**config.mk**
```make
export PLATFORM = sky130hd
export DESIGN_NAME = branch_pred_top
export DESIGN_NICKNAME = d
export VERILOG_FILES = /design/src/hw/bp_pkg.sv /design/src/hw/pht_bus_if.sv /design/src/hw/obq.sv /design/src/hw/pht_ram.sv /design/src/hw/pht_arbiter.sv /design/src/hw/bp_lookup.sv /design/src/hw/bp_resolve.sv /design/src/hw/branch_pred_top.sv
export VERILOG_INCLUDE_DIRS = /design/src /design/src/hw
export SDC_FILE = /design/constraint.sdc
export NUM_CORES = 1
export LEC_CHECK = 0
export BUFFER_PORTS_ARGS = -buffer_cell sky130_fd_sc_hd__buf_2
export CORE_MARGIN = 4
export CORE_UTILIZATION = 65
export CTS_CLUSTER_SIZE = 24
export DETAILED_ROUTE_END_ITERATION = 10
export GPL_TIMING_DRIVEN = 0
export PLACE_DENSITY = 0.82
export SYNTH_ARGS = -nofsm -noshare
export SYNTH_HDL_FRONTEND = slang
export SYNTH_SLANG_ARGS = --single-unit
export TNS_END_PERCENT = 20
```
**constraint.sdc**
```tcl
create_clock -name clock -period 9.5 [get_ports clock]
set_clock_uncertainty 0.2 [all_clocks]
set_input_delay 1.9 -clock clock [delete_from_list [all_inputs] [get_ports clock]]
set_output_delay 1.9 -clock clock [all_outputs]
set_load 0.05 [all_outputs]
```
**src/hw/bp_consts.svh**
```systemverilog
`ifndef BP_CONSTS_SVH
`define BP_CONSTS_SVH

// ordered branch-history queue depth and tag width (log2 of depth)
`define OBQ_DEPTH 8
`define TAG_BITS 3

// speculative global history width
`define GHR_BITS 6

// gshare counter table, entries and index width
`define PHT_ENTRIES 64
`define PHT_IDX_BITS 6

// fetch address width
`define PC_BITS 32

`endif

```
**src/hw/bp_pkg.sv**
```systemverilog
`include "bp_consts.svh"

package bp_pkg;

	// two-bit saturating counter, upper bit is the predicted direction
	typedef enum logic [1:0] {
		CTR_SNT = 2'b00,
		CTR_WNT = 2'b01,
		CTR_WT  = 2'b10,
		CTR_ST  = 2'b11
	} ctr_t;

	// one queue row: history before the branch, table index, predicted direction
	typedef struct packed {
		logic [`GHR_BITS-1:0]     ghr;
		logic [`PHT_IDX_BITS-1:0] idx;
		logic                     taken;
	} obq_row_t;

	// owner of the table port
	typedef enum logic [1:0] {GNT_NONE, GNT_LOOKUP, GNT_RESOLVE} grant_t;

	// resolve path: wait for a branch, read its counter, write it back
	typedef enum logic [1:0] {RES_IDLE, RES_READ, RES_WRITE} res_state_t;

endpackage

```
**src/hw/pht_bus_if.sv**
```systemverilog
`timescale 1ns/10ps
`include "bp_consts.svh"

interface pht_bus_if;

	// request side, held until gnt
	logic                     req;
	logic                     we;
	logic [`PHT_IDX_BITS-1:0] addr;
	bp_pkg::ctr_t             wdata;

	// response side, rdata one cycle after gnt on a read
	logic                     gnt;
	bp_pkg::ctr_t             rdata;

	modport requester (output req, we, addr, wdata, input gnt, rdata);

	modport arbiter (input req, we, addr, wdata, output gnt, rdata);

endinterface

```
**src/hw/obq.sv**
```systemverilog
`timescale 1ns/10ps
`include "bp_consts.svh"

// oldest row sits at index 0 and the newest at tail-1
module obq (
	input  logic                                 clock,
	input  logic                                 reset,
	input  logic                                 write_en,
	input  logic                                 clear_en,
	input  logic [`TAG_BITS-1:0]                 index,
	input  bp_pkg::obq_row_t                     bh_row,
	output logic [`TAG_BITS:0]                   tail,
	output logic                                 bh_pred_valid,
	output bp_pkg::obq_row_t                     bh_pred,
	output logic                                 full,
	output bp_pkg::obq_row_t [`OBQ_DEPTH-1:0]    rows
);

	bp_pkg::obq_row_t [`OBQ_DEPTH-1:0] rows_next;
	logic [`TAG_BITS:0]                tail_next;

	assign full = (tail == `OBQ_DEPTH);
	assign bh_pred_valid = (tail != '0);

	// newest row or zero when the queue is empty
	assign bh_pred = bh_pred_valid ? rows[tail[`TAG_BITS-1:0] - 1'b1] : '0;

	always_comb begin
		rows_next = rows;
		tail_next = tail;
		if (clear_en) begin
			// drop the row at index and everything younger
			for (int i = 0; i < `OBQ_DEPTH; i++) begin
				if (i >= index) begin
					rows_next[i] = '0;
				end
			end
			tail_next = {1'b0, index};
			if (write_en) begin
				// rollback plus rewrite of the resolved branch
				rows_next[index] = bh_row;
				tail_next = {1'b0, index} + 1'b1;
			end
		end else if (write_en && !full) begin
			// plain append at tail
			rows_next[tail[`TAG_BITS-1:0]] = bh_row;
			tail_next = tail + 1'b1;
		end
	end

	always_ff @(posedge clock) begin
		if (reset) begin
			tail <= '0;
		end else begin
			tail <= tail_next;
		end
	end

	// queue rows
	always_ff @(posedge clock) begin
		rows <= rows_next;
	end

endmodule

```
**src/hw/pht_ram.sv**
```systemverilog
`timescale 1ns/10ps
`include "bp_consts.svh"

module pht_ram (
	input  logic       clock,
	input  logic       reset,
	pht_bus_if.arbiter bus
);

	bp_pkg::ctr_t             mem [`PHT_ENTRIES];
	logic [`PHT_IDX_BITS-1:0] init_idx;
	logic                     ready;

	// no grant until the init walk is done
	assign bus.gnt = bus.req & ready;

	// after reset, walk one entry per cycle
	always_ff @(posedge clock) begin
		if (reset) begin
			init_idx <= '0;
			ready    <= 1'b0;
		end else if (!ready) begin
			init_idx <= init_idx + 1'b1;
			ready    <= (init_idx == `PHT_IDX_BITS'(`PHT_ENTRIES - 1));
		end
	end

	always_ff @(posedge clock) begin
		if (!ready) begin
			// every counter starts weakly not taken
			mem[init_idx] <= bp_pkg::CTR_WNT;
		end else if (bus.req && bus.we) begin
			mem[bus.addr] <= bus.wdata;
		end
		// registered read, valid the cycle after the access
		if (bus.gnt && !bus.we) begin
			bus.rdata <= mem[bus.addr];
		end
	end

endmodule

```
**src/hw/pht_arbiter.sv**
```systemverilog
`timescale 1ns/10ps

// fixed priority, resolve wins over lookup
module pht_arbiter (
	input  logic         clock,
	input  logic         reset,
	pht_bus_if.arbiter   lookup_bus,
	pht_bus_if.arbiter   resolve_bus,
	pht_bus_if.requester mem_bus
);

	bp_pkg::grant_t sel;
	bp_pkg::grant_t last_gnt;

	always_comb begin
		if (resolve_bus.req) begin
			sel = bp_pkg::GNT_RESOLVE;
		end else if (lookup_bus.req) begin
			sel = bp_pkg::GNT_LOOKUP;
		end else begin
			sel = bp_pkg::GNT_NONE;
		end
	end

	// forward the selected request to the table
	assign mem_bus.req   = (sel != bp_pkg::GNT_NONE);
	assign mem_bus.we    = (sel == bp_pkg::GNT_RESOLVE) ? resolve_bus.we : lookup_bus.we;
	assign mem_bus.addr  = (sel == bp_pkg::GNT_RESOLVE) ? resolve_bus.addr : lookup_bus.addr;
	assign mem_bus.wdata = (sel == bp_pkg::GNT_RESOLVE) ? resolve_bus.wdata : lookup_bus.wdata;

	// table grant passes through to the owner only
	assign resolve_bus.gnt = mem_bus.gnt & (sel == bp_pkg::GNT_RESOLVE);
	assign lookup_bus.gnt  = mem_bus.gnt & (sel == bp_pkg::GNT_LOOKUP);

	// who got the port last cycle owns this cycle's read data
	always_ff @(posedge clock) begin
		if (reset) begin
			last_gnt <= bp_pkg::GNT_NONE;
		end else begin
			last_gnt <= mem_bus.gnt ? sel : bp_pkg::GNT_NONE;
		end
	end

	assign resolve_bus.rdata = (last_gnt == bp_pkg::GNT_RESOLVE) ? mem_bus.rdata : bp_pkg::CTR_WNT;
	assign lookup_bus.rdata  = (last_gnt == bp_pkg::GNT_LOOKUP) ? mem_bus.rdata : bp_pkg::CTR_WNT;

endmodule

```
**src/hw/bp_lookup.sv**
```systemverilog
`timescale 1ns/10ps
`include "bp_consts.svh"

module bp_lookup (
	input  logic                  clock,
	input  logic                  reset,
	input  logic                  fetch_valid,
	input  logic [`PC_BITS-1:0]   fetch_pc,
	output logic                  fetch_ready,
	output logic                  pred_valid,
	output logic                  pred_taken,
	output logic [`TAG_BITS-1:0]  pred_tag,
	pht_bus_if.requester          bus,
	output logic                  q_write_en,
	output bp_pkg::obq_row_t      q_row,
	input  logic [`TAG_BITS:0]    q_tail,
	input  logic                  q_full,
	input  logic                  q_busy,
	input  logic                  repair_valid,
	input  logic [`GHR_BITS-1:0]  repair_ghr
);

	logic [`GHR_BITS-1:0]     ghr;
	logic [`PHT_IDX_BITS-1:0] idx_q;
	logic                     req_pend;
	logic                     data_pend;
	logic                     hold_valid;
	logic                     hold_taken;
	logic                     cur_taken;
	logic                     append_ok;

	// one fetch in flight, and never while the queue is full or being rolled back
	assign fetch_ready = !(req_pend || data_pend || hold_valid) && !q_full && !q_busy;

	// read-only requester
	assign bus.req   = req_pend;
	assign bus.we    = 1'b0;
	assign bus.addr  = idx_q;
	assign bus.wdata = bp_pkg::CTR_WNT;

	// counter msb is the direction, or the held one if the queue was busy
	assign cur_taken = hold_valid ? hold_taken : bus.rdata[1];
	assign append_ok = (data_pend || hold_valid) && !q_busy;

	// prediction and append happen in the same cycle, tag is the tail slot
	assign pred_valid = append_ok;
	assign pred_taken = cur_taken;
	assign pred_tag   = q_tail[`TAG_BITS-1:0];
	assign q_write_en = append_ok;
	assign q_row      = '{ghr: ghr, idx: idx_q, taken: cur_taken};

	always_ff @(posedge clock) begin
		if (reset) begin
			ghr        <= '0;
			req_pend   <= 1'b0;
			data_pend  <= 1'b0;
			hold_valid <= 1'b0;
		end else begin
			if (fetch_valid && fetch_ready) begin
				req_pend <= 1'b1;
			end else if (req_pend && bus.gnt) begin
				req_pend <= 1'b0;
			end
			data_pend <= req_pend && bus.gnt;
			// queue taken by a rollback or flush, keep the answer for later
			if (data_pend && q_busy) begin
				hold_valid <= 1'b1;
			end else if (hold_valid && !q_busy) begin
				hold_valid <= 1'b0;
			end
			// a repair overrides the speculative shift
			if (repair_valid) begin
				ghr <= repair_ghr;
			end else if (append_ok) begin
				ghr <= {ghr[`GHR_BITS-2:0], cur_taken};
			end
		end
	end

	always_ff @(posedge clock) begin
		// gshare hash, pc word address xor history
		if (fetch_valid && fetch_ready) begin
			idx_q <= fetch_pc[`PHT_IDX_BITS+1:2] ^ ghr;
		end
		if (data_pend) begin
			hold_taken <= bus.rdata[1];
		end
	end

endmodule

```
**src/hw/bp_resolve.sv**
```systemverilog
`timescale 1ns/10ps
`include "bp_consts.svh"

module bp_resolve (
	input  logic                               clock,
	input  logic                               reset,
	input  logic                               resolve_valid,
	input  logic [`TAG_BITS-1:0]               resolve_tag,
	input  logic                               resolve_taken,
	output logic                               resolve_ready,
	pht_bus_if.requester                       bus,
	input  bp_pkg::obq_row_t [`OBQ_DEPTH-1:0]  q_rows,
	output logic                               q_clear_en,
	output logic                               q_write_en,
	output logic [`TAG_BITS-1:0]               q_index,
	output bp_pkg::obq_row_t                   q_row,
	output logic                               repair_valid,
	output logic [`GHR_BITS-1:0]               repair_ghr
);

	bp_pkg::res_state_t state;
	bp_pkg::obq_row_t   row_q;
	logic [`TAG_BITS-1:0] tag_q;
	logic               taken_q;
	logic               mispredict;
	logic               rollback;

	// saturating step toward the outcome
	function automatic bp_pkg::ctr_t step_ctr(input bp_pkg::ctr_t c, input logic up);
		bp_pkg::ctr_t n;
		n = c;
		if (up && c != bp_pkg::CTR_ST) begin
			n = bp_pkg::ctr_t'(c + 2'd1);
		end else if (!up && c != bp_pkg::CTR_SNT) begin
			n = bp_pkg::ctr_t'(c - 2'd1);
		end
		return n;
	endfunction

	assign resolve_ready = (state == bp_pkg::RES_IDLE);

	// read in RES_READ, write back in RES_WRITE with the fresh read data
	assign bus.req   = (state != bp_pkg::RES_IDLE);
	assign bus.we    = (state == bp_pkg::RES_WRITE);
	assign bus.addr  = row_q.idx;
	assign bus.wdata = step_ctr(bus.rdata, taken_q);

	// rollback goes out together with the counter write
	assign mispredict = (row_q.taken != taken_q);
	assign rollback   = (state == bp_pkg::RES_WRITE) && bus.gnt && mispredict;

	assign q_clear_en   = rollback;
	assign q_write_en   = rollback;
	assign q_index      = tag_q;
	assign q_row        = '{ghr: row_q.ghr, idx: row_q.idx, taken: taken_q};
	assign repair_valid = rollback;
	assign repair_ghr   = {row_q.ghr[`GHR_BITS-2:0], taken_q};

	always_ff @(posedge clock) begin
		if (reset) begin
			state <= bp_pkg::RES_IDLE;
		end else begin
			case (state)
				bp_pkg::RES_IDLE:  if (resolve_valid) state <= bp_pkg::RES_READ;
				bp_pkg::RES_READ:  if (bus.gnt) state <= bp_pkg::RES_WRITE;
				bp_pkg::RES_WRITE: if (bus.gnt) state <= bp_pkg::RES_IDLE;
				default:           state <= bp_pkg::RES_IDLE;
			endcase
		end
	end

	// snapshot the branch's row at the handshake
	always_ff @(posedge clock) begin
		if (resolve_valid && resolve_ready) begin
			row_q   <= q_rows[resolve_tag];
			tag_q   <= resolve_tag;
			taken_q <= resolve_taken;
		end
	end

endmodule

```
**src/hw/branch_pred_top.sv**
```systemverilog
`timescale 1ns/10ps
`include "bp_consts.svh"

module branch_pred_top (
	input  logic                 clock,
	input  logic                 reset,
	input  logic                 fetch_valid,
	input  logic [`PC_BITS-1:0]  fetch_pc,
	output logic                 fetch_ready,
	output logic                 pred_valid,
	output logic                 pred_taken,
	output logic [`TAG_BITS-1:0] pred_tag,
	input  logic                 resolve_valid,
	input  logic [`TAG_BITS-1:0] resolve_tag,
	input  logic                 resolve_taken,
	output logic                 resolve_ready,
	input  logic                 flush,
	output logic                 hist_valid,
	output logic                 hist_newest_taken
);

	pht_bus_if lookup_bus ();
	pht_bus_if resolve_bus ();
	pht_bus_if mem_bus ();

	bp_pkg::obq_row_t [`OBQ_DEPTH-1:0] q_rows;
	bp_pkg::obq_row_t     bh_pred;
	bp_pkg::obq_row_t     look_row;
	bp_pkg::obq_row_t     res_row;
	logic [`TAG_BITS:0]   q_tail;
	logic [`TAG_BITS-1:0] res_index;
	logic                 q_full;
	logic                 look_write;
	logic                 res_write;
	logic                 res_clear;
	logic                 res_repair;
	logic [`GHR_BITS-1:0] res_ghr;

	// flush clears the whole queue and zeroes the history
	obq obq_inst (
		.clock, .reset,
		.write_en(look_write | (res_write & ~flush)),
		.clear_en(res_clear | flush),
		.index(flush ? '0 : res_index),
		.bh_row(res_write ? res_row : look_row),
		.tail(q_tail), .bh_pred_valid(hist_valid), .bh_pred, .full(q_full), .rows(q_rows)
	);

	assign hist_newest_taken = bh_pred.taken;

	pht_ram pht_ram_inst (.clock, .reset, .bus(mem_bus));

	pht_arbiter pht_arbiter_inst (.clock, .reset, .lookup_bus, .resolve_bus, .mem_bus);

	bp_lookup bp_lookup_inst (
		.clock, .reset, .fetch_valid, .fetch_pc, .fetch_ready,
		.pred_valid, .pred_taken, .pred_tag, .bus(lookup_bus),
		.q_write_en(look_write), .q_row(look_row), .q_tail, .q_full,
		.q_busy(res_clear | flush),
		.repair_valid(res_repair | flush),
		.repair_ghr(flush ? '0 : res_ghr)
	);

	bp_resolve bp_resolve_inst (
		.clock, .reset, .resolve_valid, .resolve_tag, .resolve_taken, .resolve_ready,
		.bus(resolve_bus), .q_rows,
		.q_clear_en(res_clear), .q_write_en(res_write), .q_index(res_index), .q_row(res_row),
		.repair_valid(res_repair), .repair_ghr(res_ghr)
	);

endmodule

```
==> results.py <==
metrics = {
    "status": {
        "outcome": "finished clean",
    },
    "hold_path": {
        "hold_path_depth": 0,
        "holdPathEnd": "bp_lookup_inst.hold_taken",
        "hold_path_class": "reg -> reg",
        "min_from": "bp_lookup_inst.data_pend",
    },
    "run": {
        "drv_cap": 0,
    },
    "synthesis": {
        "yosys.cell_count.top_type": "edfxtp_1",
        "netlist_area_sq_um": 13420,
        "synth.distinct_cells": 76,
        "synthTopCellsByArea": "edfxtp_1 (56%), mux4_2 (4.5%), dfxtp_1 (3.6%), nand2_1 (3.4%), nor2_1 (3.2%)",
        "synth_commonest_cells": "edfxtp_1 (249), nand2_1 (122), nor2_1 (115)",
        "synth-edff-count": 249,
        "ys_warn_count": 0,
        "yosys_most_used_dff": "edfxtp_1",
        "yosysTopAreaCellShare_pct": 55.70,
        "synth.avg_cell_area_sq_um": 12.11,
        "netlist_instances": 1108,
        "syn_nets": 1158,
        "synth_top_area_cell": "edfxtp_1",
        "synth-seq-cells": 273,
        "async_flop_share_pct": 0,
        "seq_area_frac_synth_pct": 59.28,
    },
    "worst_setup_path": {
        "cp.arrival_ns": 3.16,
        "rr_endpoint": "pht_ram_inst.bus.rdata[0]",
        "path_max_fanout": 10,
        "rr_startpoint": "bp_resolve_inst.bus.addr[2]",
        "cpMaxStageDelayCell": "mux4_2",
        "r2r_setup_slack_ns": 6.07,
        "critPathKind": "reg -> out",
        "startpoint": "obq_inst.tail[1]",
        "required_ns": 7.40,
        "crit_chain": "clkbuf_1 > inv_1 > ha_1 > mux4_2 > mux2_2 > and2_1 > buf_2",
        "endpoint_kind": "output pin",
        "cp_slowest_stage_delay_ns": 0.53,
        "cp-start-kind": "register",
        "reg2reg_depth": 7,
    },
    "cts": {
        "clkSlewWorstSetupHoldPaths_ns": 0.06,
        "cts_resized": 0,
        "root_buffer": "clkbuf_16",
        "ctsHtreeMaxLevel": 1,
        "cts.sinks": 273,
        "clk_latency_ns": 0.55,
        "clk_path_buf_depth": 3,
        "post_cts_buffers": 0,
        "tritoncts": "yes",
        "numCtsBuffers": 28,
        "cts_hold_buf": 0,
    },
    "floorplan": {
        "start_util_pct": 66.12,
        "die_x_um": 151.7,
        "fp.dieH_um": 151.7,
        "die_area_sq_um": 23010,
        "pin_count": 50,
        "core_sq_um": 20300,
        "rows": 52,
    },
    "layout": {
        "n_fill_cell": 1342,
        "multiInputGateArea_sq_um": 4977,
        "syn2layout_area_growth_pct": 11.53,
        "final_net_count": 1221,
        "antennaDiodeCount": 0,
        "register_area_sq_um": 7958,
        "layout-drive-gt1-share_pct": 15.51,
    },
    "detailed_routing": {
        "routed_wl_um": 35250,
        "drcViolationCount": 0,
        "drt-pass1-iter-count": 6,
        "wire_per_inst_um": 24.10,
        "viasPerCell": 6.780,
        "vias": 9919,
        "antenna_left": 0,
        "drt_iter0_markers": 1351,
    },
    "placement": {
        "portBuffers": 22,
        "hpwl_um": 25480,
        "gp_congestion": 0.9190,
        "pre_cts_slack_ns": 4.293,
    },
    "timing": {
        "finalMaxSlewViolations": 0,
        "period_needed_ns": 5.259,
        "fmax_mhz": 190.2,
        "slew_headroom_pct": 36.70,
        "setup_violations": 0,
        "hold_violations": 0,
        "rsz0062_at_grt": "no",
        "tns_ns": 0,
        "min_period_over_period_pct": 55.35,
        "tightest_slew_ns": 0.9396,
        "setup_slack_ns": 4.241,
    },
    "global_routing": {
        "grt_pass1_vias": 9701,
        "antenna_found_initial": 0,
        "grt-ovfl-total": 0,
        "grt_max_degree": 54,
        "grt_pass1_wl_um": 54500,
        "grt_use_total_pct": 31.04,
    },
    "power": {
        "leakage_nw": 5.196,
        "powerDensity_nw_per_um2": 180.8,
        "vdd.ir_drop.worst_uv": 158.0,
    },
}
==> per-layer routing <==
metal	share of wire, %	track usage (%)	up-vias
li1	-	-	4386
met1	36	37.46	4781
met2	52	55.64	641
met3	8.7	4.967	111
met4	4.1	12.76	0
met5	0	0	-
==> cell families after synthesis <==
kind of cell	after synthesis	synth area share, %
compound gates	284	14.03
flops	273	59.28
fa+ha+maj	9	0.8389
mux	75	8.333
buf+inv	95	3.822
simple gates	355	12.53
xor+xnor	17	1.165
==> worst max-delay path: cells and delay by family, from the launching register on <==
family / cells / cell delay [ns]
fa+ha+maj: 1 / 0.44
buf+inv: 3 / 0.87
flops: 1 / 0.35
mux: 2 / 0.80
simple gates: 1 / 0.15
==> flip-flops by register name, summed over array words and instances (netlist names), 2 cells and up <==
register                   cells
pht_arbiter_inst.last_gnt      2
bp_resolve_inst.q_row          5
obq_inst.rows                 96
pht_ram_inst.bus.rdata         2
bp_lookup_inst.ghr             6
bp_resolve_inst.q_index        3
pht_ram_inst.mem             128
bp_resolve_inst.bus.addr       6
pht_ram_inst.init_idx          6
obq_inst.tail                  4
bp_resolve_inst.state          2
bp_lookup_inst.bus.addr        6
==> report_power, final <==
group	switching, mW	leakage, nW	internal [mW]
logic	0.144	2.03	0.0813
registers	0.0204	2.71	1.33
clock network	0.463	0.459	0.665
==> cells in the final DEF, fill, tap and decap left out, types with 17 or more instances in the layout <==
| cell | netlist | layout |
|---|---|---|
| dfxtp_1 | 24 | 24 |
| clkbuf_16 | 0 | 28 |
| mux4_2 | 27 | 27 |
| nand2_1 | 122 | 121 |
| mux2i_1 | 32 | 32 |
| and3_1 | 17 | 17 |
| clkbuf_1 | 32 | 38 |
| buf_4 | 14 | 22 |
| nor2_1 | 115 | 115 |
| o21ai_0 | 60 | 54 |
| buf_2 | 19 | 41 |
| nand3_1 | 19 | 19 |
| o22ai_1 | 49 | 49 |
| edfxtp_1 | 249 | 249 |
| a21oi_1 | 29 | 29 |
| a211oi_1 | 24 | 23 |
| a22oi_1 | 56 | 56 |
==> worst max path at each step <==
stage / endpoint / depth (start not counted)
6_report: hist_newest_taken / 7
5_1_grt: hist_newest_taken / 7
4_1_cts: hist_newest_taken / 7
3_5_place_dp: fetch_ready / 5
3_3_place_gp: pht_ram_inst.mem[4][1] / 5
2_1_floorplan: fetch_ready / 4
==> metrics by stage <==
stage / util, % / total power, mW / std cells / hold slack (ns) / instance area [sq um]
floorplan: - / 1.519 / 1108 / 0.2896 / 13420
global placement: 68.33 / 1.586 / 1400 / 0.3108 / 13870
detailed placement: 69.06 / 1.596 / 1411 / 0.3080 / 14020
CTS: 73.75 / 2.696 / 1463 / 0.3308 / 14970
global route: 73.75 / 2.765 / 1463 / 0.3432 / 14970
finish: 73.75 / 2.706 / 1463 / 0.3299 / 14970
==> cell type report <==
class                           count  share of cell area (%)
Tap cell                          270                   2.257
Clock buffer                       39                   5.290
Clock inverter                     13                   1.070
Timing Repair Buffer               33                   1.555
Sequential cell                   273                   53.16
Inverter                           17                  0.4262
Buffer                             78                   3.000
Multi-Input combinational cell    740                   33.25
Note: power is estimated with default switching activity, not from simulation.
